==> config.mk <==
export PLATFORM = sky130hd
export DESIGN_NAME = io_access_stage
export DESIGN_NICKNAME = d
export VERILOG_FILES = /design/src/hw/io_pkg.sv /design/src/hw/io_access_stage.sv /design/src/hw/io_access_ctrl.sv /design/src/hw/io_port_fifo.sv /design/src/hw/io_ready.sv /design/src/hw/io_addr_decode.sv
export VERILOG_INCLUDE_DIRS = /design/src /design/src/include
export SDC_FILE = /design/constraint.sdc
export NUM_CORES = 1
export LEC_CHECK = 0
export BUFFER_PORTS_ARGS = -buffer_cell sky130_fd_sc_hd__buf_2
export CAP_MARGIN = 20
export CORE_UTILIZATION = 45
export DETAILED_ROUTE_END_ITERATION = 8
export GPL_TIMING_DRIVEN = 0
export SLEW_MARGIN = 20
export SYNTH_ARGS = -nofsm -noshare
export SYNTH_HDL_FRONTEND = slang
export SYNTH_SLANG_ARGS = --single-unit
==> constraint.sdc <==
create_clock -name clock -period 3.8 [get_ports clock]
set_clock_uncertainty 0.2 [all_clocks]
set_input_delay 0.57 -clock clock [delete_from_list [all_inputs] [get_ports clock]]
set_output_delay 0.57 -clock clock [all_outputs]
set_load 0.01 [all_outputs]
==> src/include/io_config.svh <==
// ############################
// I/O access stage configuration.
// Sizes of words, addresses, ports, FIFOs and the data RAM.
// ############################

`ifndef IO_CONFIG_SVH
`define IO_CONFIG_SVH

// data path and operand addressing.
`define IO_WORD_WIDTH     16
`define IO_ADDR_WIDTH     5

// port FIFOs, one input and one output per port.
`define IO_PORT_COUNT     2
`define IO_FIFO_DEPTH     4

`define IO_RAM_DEPTH      16
`define IO_READ_OPERANDS  2

`endif
==> src/hw/io_pkg.sv <==
// ############################
// I/O access stage types.
// Word, address and index types shared by the stage.
// ############################

`include "io_config.svh"

package io_pkg;

    // one data word, as held in RAM and in every port FIFO.
    typedef logic [`IO_WORD_WIDTH-1:0] io_word_t;

    // operand address; the top bit selects I/O over RAM.
    typedef logic [`IO_ADDR_WIDTH-1:0] io_addr_t;

    // selects one of the I/O ports.
    typedef logic [$clog2(`IO_PORT_COUNT)-1:0] port_idx_t;

    // selects one word of the data RAM.
    typedef logic [$clog2(`IO_RAM_DEPTH)-1:0] ram_idx_t;

endpackage

==> src/hw/io_access_stage.sv <==
// ############################
// I/O access stage top level.
// Decoder, ready check, controller and the per-port FIFOs.
// ############################

`timescale 1ns/1ps

`include "io_config.svh"

module io_access_stage (
    input  logic                          clock,
    input  logic                          rst_n,
    input  logic                          issue,
    input  io_pkg::io_addr_t              addr_a,
    input  io_pkg::io_addr_t              addr_b,
    input  io_pkg::io_addr_t              addr_w,
    input  io_pkg::io_word_t              write_data,
    input  logic [`IO_PORT_COUNT-1:0]     in_push,
    input  io_pkg::io_word_t              in_data [`IO_PORT_COUNT],
    output logic [`IO_PORT_COUNT-1:0]     in_full,
    input  logic [`IO_PORT_COUNT-1:0]     out_pop,
    output io_pkg::io_word_t              out_data [`IO_PORT_COUNT],
    output logic [`IO_PORT_COUNT-1:0]     out_empty,
    output io_pkg::io_word_t              operand_a,
    output io_pkg::io_word_t              operand_b,
    output logic                          done,
    output logic                          annulled
);

    logic [`IO_READ_OPERANDS-1:0] read_is_io;
    logic                         write_is_io;
    io_pkg::port_idx_t            read_port [`IO_READ_OPERANDS];
    io_pkg::port_idx_t            write_port;
    io_pkg::ram_idx_t             read_ram_idx [`IO_READ_OPERANDS];
    io_pkg::ram_idx_t             write_ram_idx;
    logic [`IO_READ_OPERANDS-1:0] read_ef;
    logic                         write_ef;
    logic                         all_io_ready;
    logic [`IO_PORT_COUNT-1:0]    in_empty;
    logic [`IO_PORT_COUNT-1:0]    in_pop;
    io_pkg::io_word_t             in_head [`IO_PORT_COUNT];
    logic [`IO_PORT_COUNT-1:0]    out_full;
    logic [`IO_PORT_COUNT-1:0]    out_push;
    io_pkg::io_word_t             out_push_data;

    io_addr_decode u_decode (
        .addr_a        (addr_a),
        .addr_b        (addr_b),
        .addr_w        (addr_w),
        .read_is_io    (read_is_io),
        .write_is_io   (write_is_io),
        .read_port     (read_port),
        .write_port    (write_port),
        .read_ram_idx  (read_ram_idx),
        .write_ram_idx (write_ram_idx)
    );

    // combinational ready, so commit happens at the edge that samples issue.
    io_ready #(
        .READ_PORT_COUNT  (`IO_READ_OPERANDS),
        .WRITE_PORT_COUNT (1),
        .REGISTERED       (1'b0)
    ) u_ready (
        .clock        (clock),
        .rst_n        (rst_n),
        .read_is_io   (read_is_io),
        .write_is_io  (write_is_io),
        .read_ef      (read_ef),
        .write_ef     (write_ef),
        .all_io_ready (all_io_ready)
    );

    io_access_ctrl u_ctrl (
        .clock         (clock),
        .rst_n         (rst_n),
        .issue         (issue),
        .write_data    (write_data),
        .read_is_io    (read_is_io),
        .write_is_io   (write_is_io),
        .read_port     (read_port),
        .write_port    (write_port),
        .read_ram_idx  (read_ram_idx),
        .write_ram_idx (write_ram_idx),
        .all_io_ready  (all_io_ready),
        .in_empty      (in_empty),
        .in_head       (in_head),
        .out_full      (out_full),
        .read_ef       (read_ef),
        .write_ef      (write_ef),
        .in_pop        (in_pop),
        .out_push      (out_push),
        .out_push_data (out_push_data),
        .operand_a     (operand_a),
        .operand_b     (operand_b),
        .done          (done),
        .annulled      (annulled)
    );

    generate
        for (genvar p = 0; p < `IO_PORT_COUNT; p++) begin : g_port
            // filled from outside, drained by committing reads.
            io_port_fifo u_in_fifo (
                .clock     (clock),
                .rst_n     (rst_n),
                .push      (in_push[p]),
                .push_data (in_data[p]),
                .pop       (in_pop[p]),
                .head_data (in_head[p]),
                .empty     (in_empty[p]),
                .full      (in_full[p])
            );

            // filled by committing writes, drained from outside.
            io_port_fifo u_out_fifo (
                .clock     (clock),
                .rst_n     (rst_n),
                .push      (out_push[p]),
                .push_data (out_push_data),
                .pop       (out_pop[p]),
                .head_data (out_data[p]),
                .empty     (out_empty[p]),
                .full      (out_full[p])
            );
        end
    endgenerate

endmodule

==> src/hw/io_access_ctrl.sv <==
// ############################
// I/O access controller.
// Owns the data RAM, picks operands, and commits or annuls each issue.
// ############################

`timescale 1ns/1ps

`include "io_config.svh"

module io_access_ctrl (
    input  logic                          clock,
    input  logic                          rst_n,
    input  logic                          issue,
    input  io_pkg::io_word_t              write_data,
    input  logic [`IO_READ_OPERANDS-1:0]  read_is_io,
    input  logic                          write_is_io,
    input  io_pkg::port_idx_t             read_port [`IO_READ_OPERANDS],
    input  io_pkg::port_idx_t             write_port,
    input  io_pkg::ram_idx_t              read_ram_idx [`IO_READ_OPERANDS],
    input  io_pkg::ram_idx_t              write_ram_idx,
    input  logic                          all_io_ready,
    input  logic [`IO_PORT_COUNT-1:0]     in_empty,
    input  io_pkg::io_word_t              in_head [`IO_PORT_COUNT],
    input  logic [`IO_PORT_COUNT-1:0]     out_full,
    output logic [`IO_READ_OPERANDS-1:0]  read_ef,
    output logic                          write_ef,
    output logic [`IO_PORT_COUNT-1:0]     in_pop,
    output logic [`IO_PORT_COUNT-1:0]     out_push,
    output io_pkg::io_word_t              out_push_data,
    output io_pkg::io_word_t              operand_a,
    output io_pkg::io_word_t              operand_b,
    output logic                          done,
    output logic                          annulled
);

    io_pkg::io_word_t ram [`IO_RAM_DEPTH];
    io_pkg::io_word_t source [`IO_READ_OPERANDS];
    logic             commit;
    logic             ram_we;

    // per-operand flags for the ready check, looked up by decoded port.
    always_comb begin
        for (int i = 0; i < `IO_READ_OPERANDS; i++) begin
            read_ef[i] = !in_empty[read_port[i]];
        end
    end
    assign write_ef = out_full[write_port];

    assign commit = issue && all_io_ready;
    assign ram_we = commit && !write_is_io;

    // each operand comes from the RAM or from the head of its input port.
    always_comb begin
        for (int i = 0; i < `IO_READ_OPERANDS; i++) begin
            source[i] = read_is_io[i] ? in_head[read_port[i]] : ram[read_ram_idx[i]];
        end
    end

    // a port named by both sources is popped once, and both see its head.
    always_comb begin
        in_pop   = '0;
        out_push = '0;
        for (int p = 0; p < `IO_PORT_COUNT; p++) begin
            for (int i = 0; i < `IO_READ_OPERANDS; i++) begin
                if (commit && read_is_io[i] && read_port[i] == io_pkg::port_idx_t'(p)) begin
                    in_pop[p] = 1'b1;
                end
            end
            out_push[p] = commit && write_is_io && write_port == io_pkg::port_idx_t'(p);
        end
    end

    assign out_push_data = write_data;   // only consumed where out_push is set.

    always_ff @(posedge clock or negedge rst_n) begin
        if (!rst_n) begin
            for (int k = 0; k < `IO_RAM_DEPTH; k++) begin
                ram[k] <= '0;
            end
        end else if (ram_we) begin
            ram[write_ram_idx] <= write_data;
        end
    end

    // operands are captured only for an instruction that commits.
    always_ff @(posedge clock) begin
        if (commit) begin
            operand_a <= source[0];
            operand_b <= source[1];
        end
    end

    always_ff @(posedge clock or negedge rst_n) begin
        if (!rst_n) begin
            done     <= 1'b0;
            annulled <= 1'b0;
        end else begin
            done     <= commit;
            annulled <= issue && !all_io_ready;   // has no side effect so the thread can replay.
        end
    end

    // the ready check must keep pushes away from full output ports.
    a_push_has_room: assert property (@(posedge clock) disable iff (!rst_n)
        !(|(out_push & out_full)))
        else $error("output port pushed while full");

    // the ready check must keep pops away from empty input ports.
    a_pop_has_data: assert property (@(posedge clock) disable iff (!rst_n)
        !(|(in_pop & in_empty)))
        else $error("input port popped while empty");

endmodule

==> src/hw/io_port_fifo.sv <==
// ############################
// Port FIFO.
// Small first-word-fall-through buffer for one I/O port direction.
// ############################

`timescale 1ns/1ps

`include "io_config.svh"

module io_port_fifo (
    input  logic             clock,
    input  logic             rst_n,
    input  logic             push,
    input  io_pkg::io_word_t push_data,
    input  logic             pop,
    output io_pkg::io_word_t head_data,
    output logic             empty,
    output logic             full
);

    localparam int DEPTH   = `IO_FIFO_DEPTH;
    localparam int PTR_W   = $clog2(DEPTH);
    localparam int COUNT_W = $clog2(DEPTH + 1);

    io_pkg::io_word_t   mem [DEPTH];
    logic [PTR_W-1:0]   wr_ptr;
    logic [PTR_W-1:0]   rd_ptr;
    logic [COUNT_W-1:0] count;
    logic               do_push;
    logic               do_pop;

    assign empty = (count == '0);
    assign full  = (count == COUNT_W'(DEPTH));

    // illegal requests are dropped so the pointers stay consistent.
    assign do_push = push && !full;
    assign do_pop  = pop && !empty;

    assign head_data = mem[rd_ptr];   // the head falls through with no read latency.

    always_ff @(posedge clock) begin
        if (do_push) begin
            mem[wr_ptr] <= push_data;
        end
    end

    always_ff @(posedge clock or negedge rst_n) begin
        if (!rst_n) begin
            wr_ptr <= '0;
            rd_ptr <= '0;
            count  <= '0;
        end else begin
            if (do_push) begin
                wr_ptr <= (wr_ptr == PTR_W'(DEPTH - 1)) ? '0 : wr_ptr + 1'b1;
            end
            if (do_pop) begin
                rd_ptr <= (rd_ptr == PTR_W'(DEPTH - 1)) ? '0 : rd_ptr + 1'b1;
            end
            // a push and a pop in the same cycle leave the count alone.
            if (do_push && !do_pop) begin
                count <= count + 1'b1;
            end else if (do_pop && !do_push) begin
                count <= count - 1'b1;
            end
        end
    end

    a_no_push_full: assert property (@(posedge clock) disable iff (!rst_n) push |-> !full)
        else $error("push into a full port FIFO");

    a_no_pop_empty: assert property (@(posedge clock) disable iff (!rst_n) pop |-> !empty)
        else $error("pop from an empty port FIFO");

endmodule

==> src/hw/io_ready.sv <==
// ############################
// I/O ready check.
// Ready when every I/O source has data and every I/O destination has room.
// ############################

`timescale 1ns/1ps

module io_ready #(
    parameter int READ_PORT_COUNT  = 2,
    parameter int WRITE_PORT_COUNT = 1,
    parameter bit REGISTERED       = 1'b0
) (
    input  logic                        clock,
    input  logic                        rst_n,
    input  logic [READ_PORT_COUNT-1:0]  read_is_io,
    input  logic [WRITE_PORT_COUNT-1:0] write_is_io,
    input  logic [READ_PORT_COUNT-1:0]  read_ef,      // 1 when the source FIFO holds data.
    input  logic [WRITE_PORT_COUNT-1:0] write_ef,     // 1 when the destination FIFO is full.
    output logic                        all_io_ready
);

    logic [READ_PORT_COUNT-1:0]  read_ef_masked;
    logic [WRITE_PORT_COUNT-1:0] write_ef_masked;
    logic                        ready_comb;

    // a RAM operand never waits, so its flag is forced to the ready value.
    always_comb begin
        for (int i = 0; i < READ_PORT_COUNT; i++) begin
            read_ef_masked[i] = read_is_io[i] ? read_ef[i] : 1'b1;
        end
        for (int j = 0; j < WRITE_PORT_COUNT; j++) begin
            write_ef_masked[j] = write_is_io[j] ? write_ef[j] : 1'b0;
        end
    end

    assign ready_comb = (&read_ef_masked) & ~(|write_ef_masked);

    generate
        if (REGISTERED) begin : g_registered
            // adds one cycle of latency to the ready decision.
            always_ff @(posedge clock or negedge rst_n) begin
                if (!rst_n) begin
                    all_io_ready <= 1'b0;
                end else begin
                    all_io_ready <= ready_comb;
                end
            end
        end else begin : g_comb
            assign all_io_ready = ready_comb;
        end
    endgenerate

endmodule

==> src/hw/io_addr_decode.sv <==
// ############################
// Operand address decoder.
// Splits each address into an I/O flag, a port and a RAM index.
// ############################

`timescale 1ns/1ps

`include "io_config.svh"

module io_addr_decode (
    input  io_pkg::io_addr_t                  addr_a,
    input  io_pkg::io_addr_t                  addr_b,
    input  io_pkg::io_addr_t                  addr_w,
    output logic [`IO_READ_OPERANDS-1:0]      read_is_io,
    output logic                              write_is_io,
    output io_pkg::port_idx_t                 read_port [`IO_READ_OPERANDS],
    output io_pkg::port_idx_t                 write_port,
    output io_pkg::ram_idx_t                  read_ram_idx [`IO_READ_OPERANDS],
    output io_pkg::ram_idx_t                  write_ram_idx
);

    localparam int IO_SEL_BIT = `IO_ADDR_WIDTH - 1;     // bit 4 of a 5-bit address.
    localparam int PORT_BITS  = $bits(io_pkg::port_idx_t);
    localparam int RAM_BITS   = $bits(io_pkg::ram_idx_t);

    io_pkg::io_addr_t read_addr [`IO_READ_OPERANDS];

    // the two sources are decoded the same way, so gather them in an array.
    assign read_addr[0] = addr_a;
    assign read_addr[1] = addr_b;

    always_comb begin
        for (int i = 0; i < `IO_READ_OPERANDS; i++) begin
            read_is_io[i]   = read_addr[i][IO_SEL_BIT];
            read_port[i]    = read_addr[i][PORT_BITS-1:0];   // low bits pick the port.
            read_ram_idx[i] = read_addr[i][RAM_BITS-1:0];
        end
    end

    // the destination follows the same map as the sources.
    assign write_is_io   = addr_w[IO_SEL_BIT];
    assign write_port    = addr_w[PORT_BITS-1:0];
    assign write_ram_idx = addr_w[RAM_BITS-1:0];

endmodule

==> summary.md <==
| Metric | Value |
|---|---|
| GRT overflow | 0 |
| Routed length per instance | between 20 and 30 um |
| Setup CP Type | reg2out |
| Largest net degree at the start of global routing | 97 |
| Post-Syn Area | 26900 sq um |
| Worst Max-Slew Pin Slew | between 1 and 1.5 ns |
| Synth area leaders | edfxtp_1, dfrtp_1, mux4_2, mux2_2, mux2_4 |
| Slew margin rel. | 0.250 |
| #FFs+latches synth | 574 |
| Status | finished, final reports clean |
| Post-DP HPWL | ~50 mm |
| Share of cells above drive strength 1 | 0.399 |
| Die height | approximately 250 um |
| Die Width | 246 um |
| Main synth FF type | edfxtp_1 |
| Worst Hold End | g_port[0].u_out_fifo.mem[1][3] |
| Pwr Total | 20.3 mW |
| Syn Area/Cell | 17.3 sq um |
| Reg2reg end | g_port[1].u_in_fifo.count[2] |
| Vias/cell | approximately 5.8 |
| Hold depth | 1 |
| Pre-antenna DRT Iters | 5 |
| Worst-path maximum fanout | 10 |
| CTS Buffer Depth | 3 |
| Routed Antenna Nets | 0 |
| # IOs | 140 |
| Core ar. | 59000 sq um |
| Final setup viols | 0 |
| Final period util | 0.920 |
| Postcts setup bufs | 0 |
| Top post-synthesis cells by count | edfxtp_1, dfrtp_1, mux2_2, mux4_2, mux2_4 |
| Initial DRC count | approximately 950 |
| CTS Buf Count | 60 |
| Synth warn | 0 |
| Setup repair after global routing missed its margin | false |
| Diodes inserted | 0 |
| Max Fclk | roughly 290 MHz |
| Post-synth top area cell | edfxtp_1 |
| Worst reg2reg startpoint | g_port[1].u_in_fifo.count[1] |
| Post-Layout Cell Count | ~2600 |
| CP arrival | ~2.7 ns |
| CTS root buf | clkbuf_16 |
| Vias in the first global route | roughly 16000 |
| First-pass GRT wire length | roughly 110 mm |
| Worst setup SP type | flop |
| Initial Util | 0.456 |
| Max-cap violations | 0 |
| Final max-slew violation count | 0 |
| Hold Path Class | in2reg |
| GRT Total Usage | 0.240 |
| Die area | 60800 sq um |
| Share of the synthesized area in the top cell type | 0.322 |
| Cells after DPL | about 2500 |
| Unique masters post-synth | 52 |
| Final-report hold violation count | 0 |
| Clk_lat worst skew | roughly 0.64 ns |
| Min Clock Period, post-route | between 3 and 4 ns |
| Leakage | about 13 nW |
| Syn_nets | about 1700 |
| I/O Buffers | ~140 |
| Routed vias | about 15000 |
| RePlAce Congestion | approximately 0.92 |
| Row cnt | 89 |
| Seq/Total Area, Yosys | 0.588 |
| Synth Instances | ~1600 |
| NumNets Final | 1886 |
| Power density cells | roughly 660 nW/um^2 |
| Sum Neg Setup Slack | 0 ns |
| Number of flops mapped to enable cells by yosys | about 290 |
| CTS Sinks | 574 |
| Total wire length | 70.9 mm |
| TritonCTS clock tree | done |
| Worst path required time | 3.03 ns |
| Reg clk slew, reported paths | ~0.060 ns |
| Count leader, synth | edfxtp_1 |
| FFs w/ async S/R, synth | 0.498 |
| R2R cell count | 11 |
| Worst vdd ir | between 0.3 and 0.4 mV |
| Antenna violations before repair | 0 |
| Internal reg-to-reg setup slack | roughly 0.32 ns |
| H-tree depth | 2 |
| CP endpoint kind | output pin |
| Synthesis-to-layout area growth | 14.9% |
| Drc violations | 0 |
| Hold wc startpoint | write_data[3] |
## layout by cell type, fill, tap and decap left out, types with 5 or more instances in the layout
| cell | count |
|---|---|
| mux4_2 | 152 |
| buf_2 | 173 |
| mux2_1 | 40 |
| dlygate4sd3_1 | 34 |
| nand3_4 | 9 |
| nor3b_1 | 5 |
| a22oi_1 | 18 |
| inv_1 | 14 |
| buf_4 | 8 |
| edfxtp_1 | 288 |
| xor2_1 | 8 |
| and2_1 | 20 |
| buf_6 | 13 |
| mux2i_1 | 73 |
| nor2_1 | 31 |
| clkinv_2 | 12 |
| dfrtp_1 | 286 |
| clkinv_1 | 10 |
| a22o_1 | 19 |
| nand2_1 | 10 |
| clkbuf_16 | 62 |
| mux2_4 | 100 |
| nor2b_1 | 10 |
| o211ai_1 | 13 |
| a32oi_1 | 6 |
| nand2b_1 | 6 |
| a221oi_1 | 19 |
| nor4_1 | 9 |
| o21ai_0 | 26 |
| clkbuf_1 | 63 |
| mux2_2 | 169 |
| nor3_1 | 16 |
| o21ai_1 | 8 |
| buf_1 | 9 |
| a211oi_1 | 19 |
| ha_1 | 24 |
## how the worst max path moves through the flow
| stage | from | cells past startpoint | endpoint | slack (ns) |
|---|---|---|---|---|
| 4_1_cts | g_port[0].u_in_fifo.count[0] | 11 | g_port[1].u_in_fifo.count[2] | 0.1 |
| 5_1_grt | g_port[0].u_out_fifo.rd_ptr[0] | 4 | out_data[29] | 0.09 |
| 3_5_place_dp | addr_a[4] | 11 | g_port[0].u_in_fifo.count[1] | -0.16 |
| 2_1_floorplan | addr_a[4] | 10 | g_port[0].u_in_fifo.count[1] | 0.16 |
| 3_3_place_gp | rst_n | 1 | g_port[0].u_in_fifo.wr_ptr[0] | -3.59 |
| 6_report | g_port[1].u_out_fifo.rd_ptr[0] | 4 | out_data[12] | 0.30 |
## per-layer routing
metal,part of all wire,track usage,wire (um),up-vias
met5,0,0,0,-
met4,0.030,0.0788,2130,0
met3,0.046,0.0370,3290,95
met2,0.48,0.395,34300,373
met1,0.44,0.325,31100,8047
li1,-,-,-,6606
## report_power, final
group	leakage [nW]	internal, mW	switching [mW]	total [mW]
Sequential	6.30	8.01	0.846	8.86
Combinational	5.27	2.86	2.92	5.78
Clock	0.943	3.22	2.46	5.68
Total	12.5	14.1	6.22	20.3
## worst max-delay path, stage by stage, from the launching register on
cell and delay [ns]:
dfrtp_1 0.35, clkbuf_1 0.56, buf_2 0.44, mux4_2 0.59, buf_2 0.16
## state kept, by name (all words and copies together), names as in the netlist
name	cells
g_port.u_in_fifo.count	6
u_ctrl.operand_b	16
g_port.u_in_fifo.rd_ptr	4
u_ctrl.annulled	1
u_ctrl.operand_a	16
g_port.u_out_fifo.wr_ptr	4
g_port.u_out_fifo.count	6
g_port.u_out_fifo.rd_ptr	4
g_port.u_in_fifo.mem	128
g_port.u_out_fifo.mem	128
u_ctrl.ram	256
u_ctrl.done	1
g_port.u_in_fifo.wr_ptr	4
## logic make-up after synthesis
kind of cell    count (synthesis)  share of synthesized area
flops                         574                      0.588
mux                           534                      0.298
compound gates                136                     0.0368
buf+inv                       134                     0.0264
simple gates                  134                     0.0334
fa+ha+maj                      28                     0.0141
xor+xnor                       12                    0.00391
## what timing repair did
item                                   in CTS  in global routing
resized for setup                           0                  1
endpoints found under the hold margin     172                  0
hold buffers                               34                  0
setup endpoints to repair                   0                  1
## through the flow
step	util	hold WS, ns	instance area [sq um]	worst slack [ns]
after floorplan	-	0.0744	26900	0.161
after global placement	0.484	0.274	28500	-3.59
after detailed placement	0.486	0.279	28700	-0.155
after CTS	0.524	0.110	30900	0.0959
after global routing	0.524	0.141	30900	0.0944
final	0.524	0.142	30900	0.304
## area by class of cell
class / instances / area [sq um]
fill: 4813 / 28100
sequential: 574 / 15800
multi-input combinational: 844 / 10400
clock buffer: 82 / 1670
timing repair buffer: 174 / 1130
tap: 773 / 967
buffer: 119 / 654
clock inverter: 32 / 231
inverter: 15 / 56.3
Note: power is estimated with default switching activity, not from simulation.
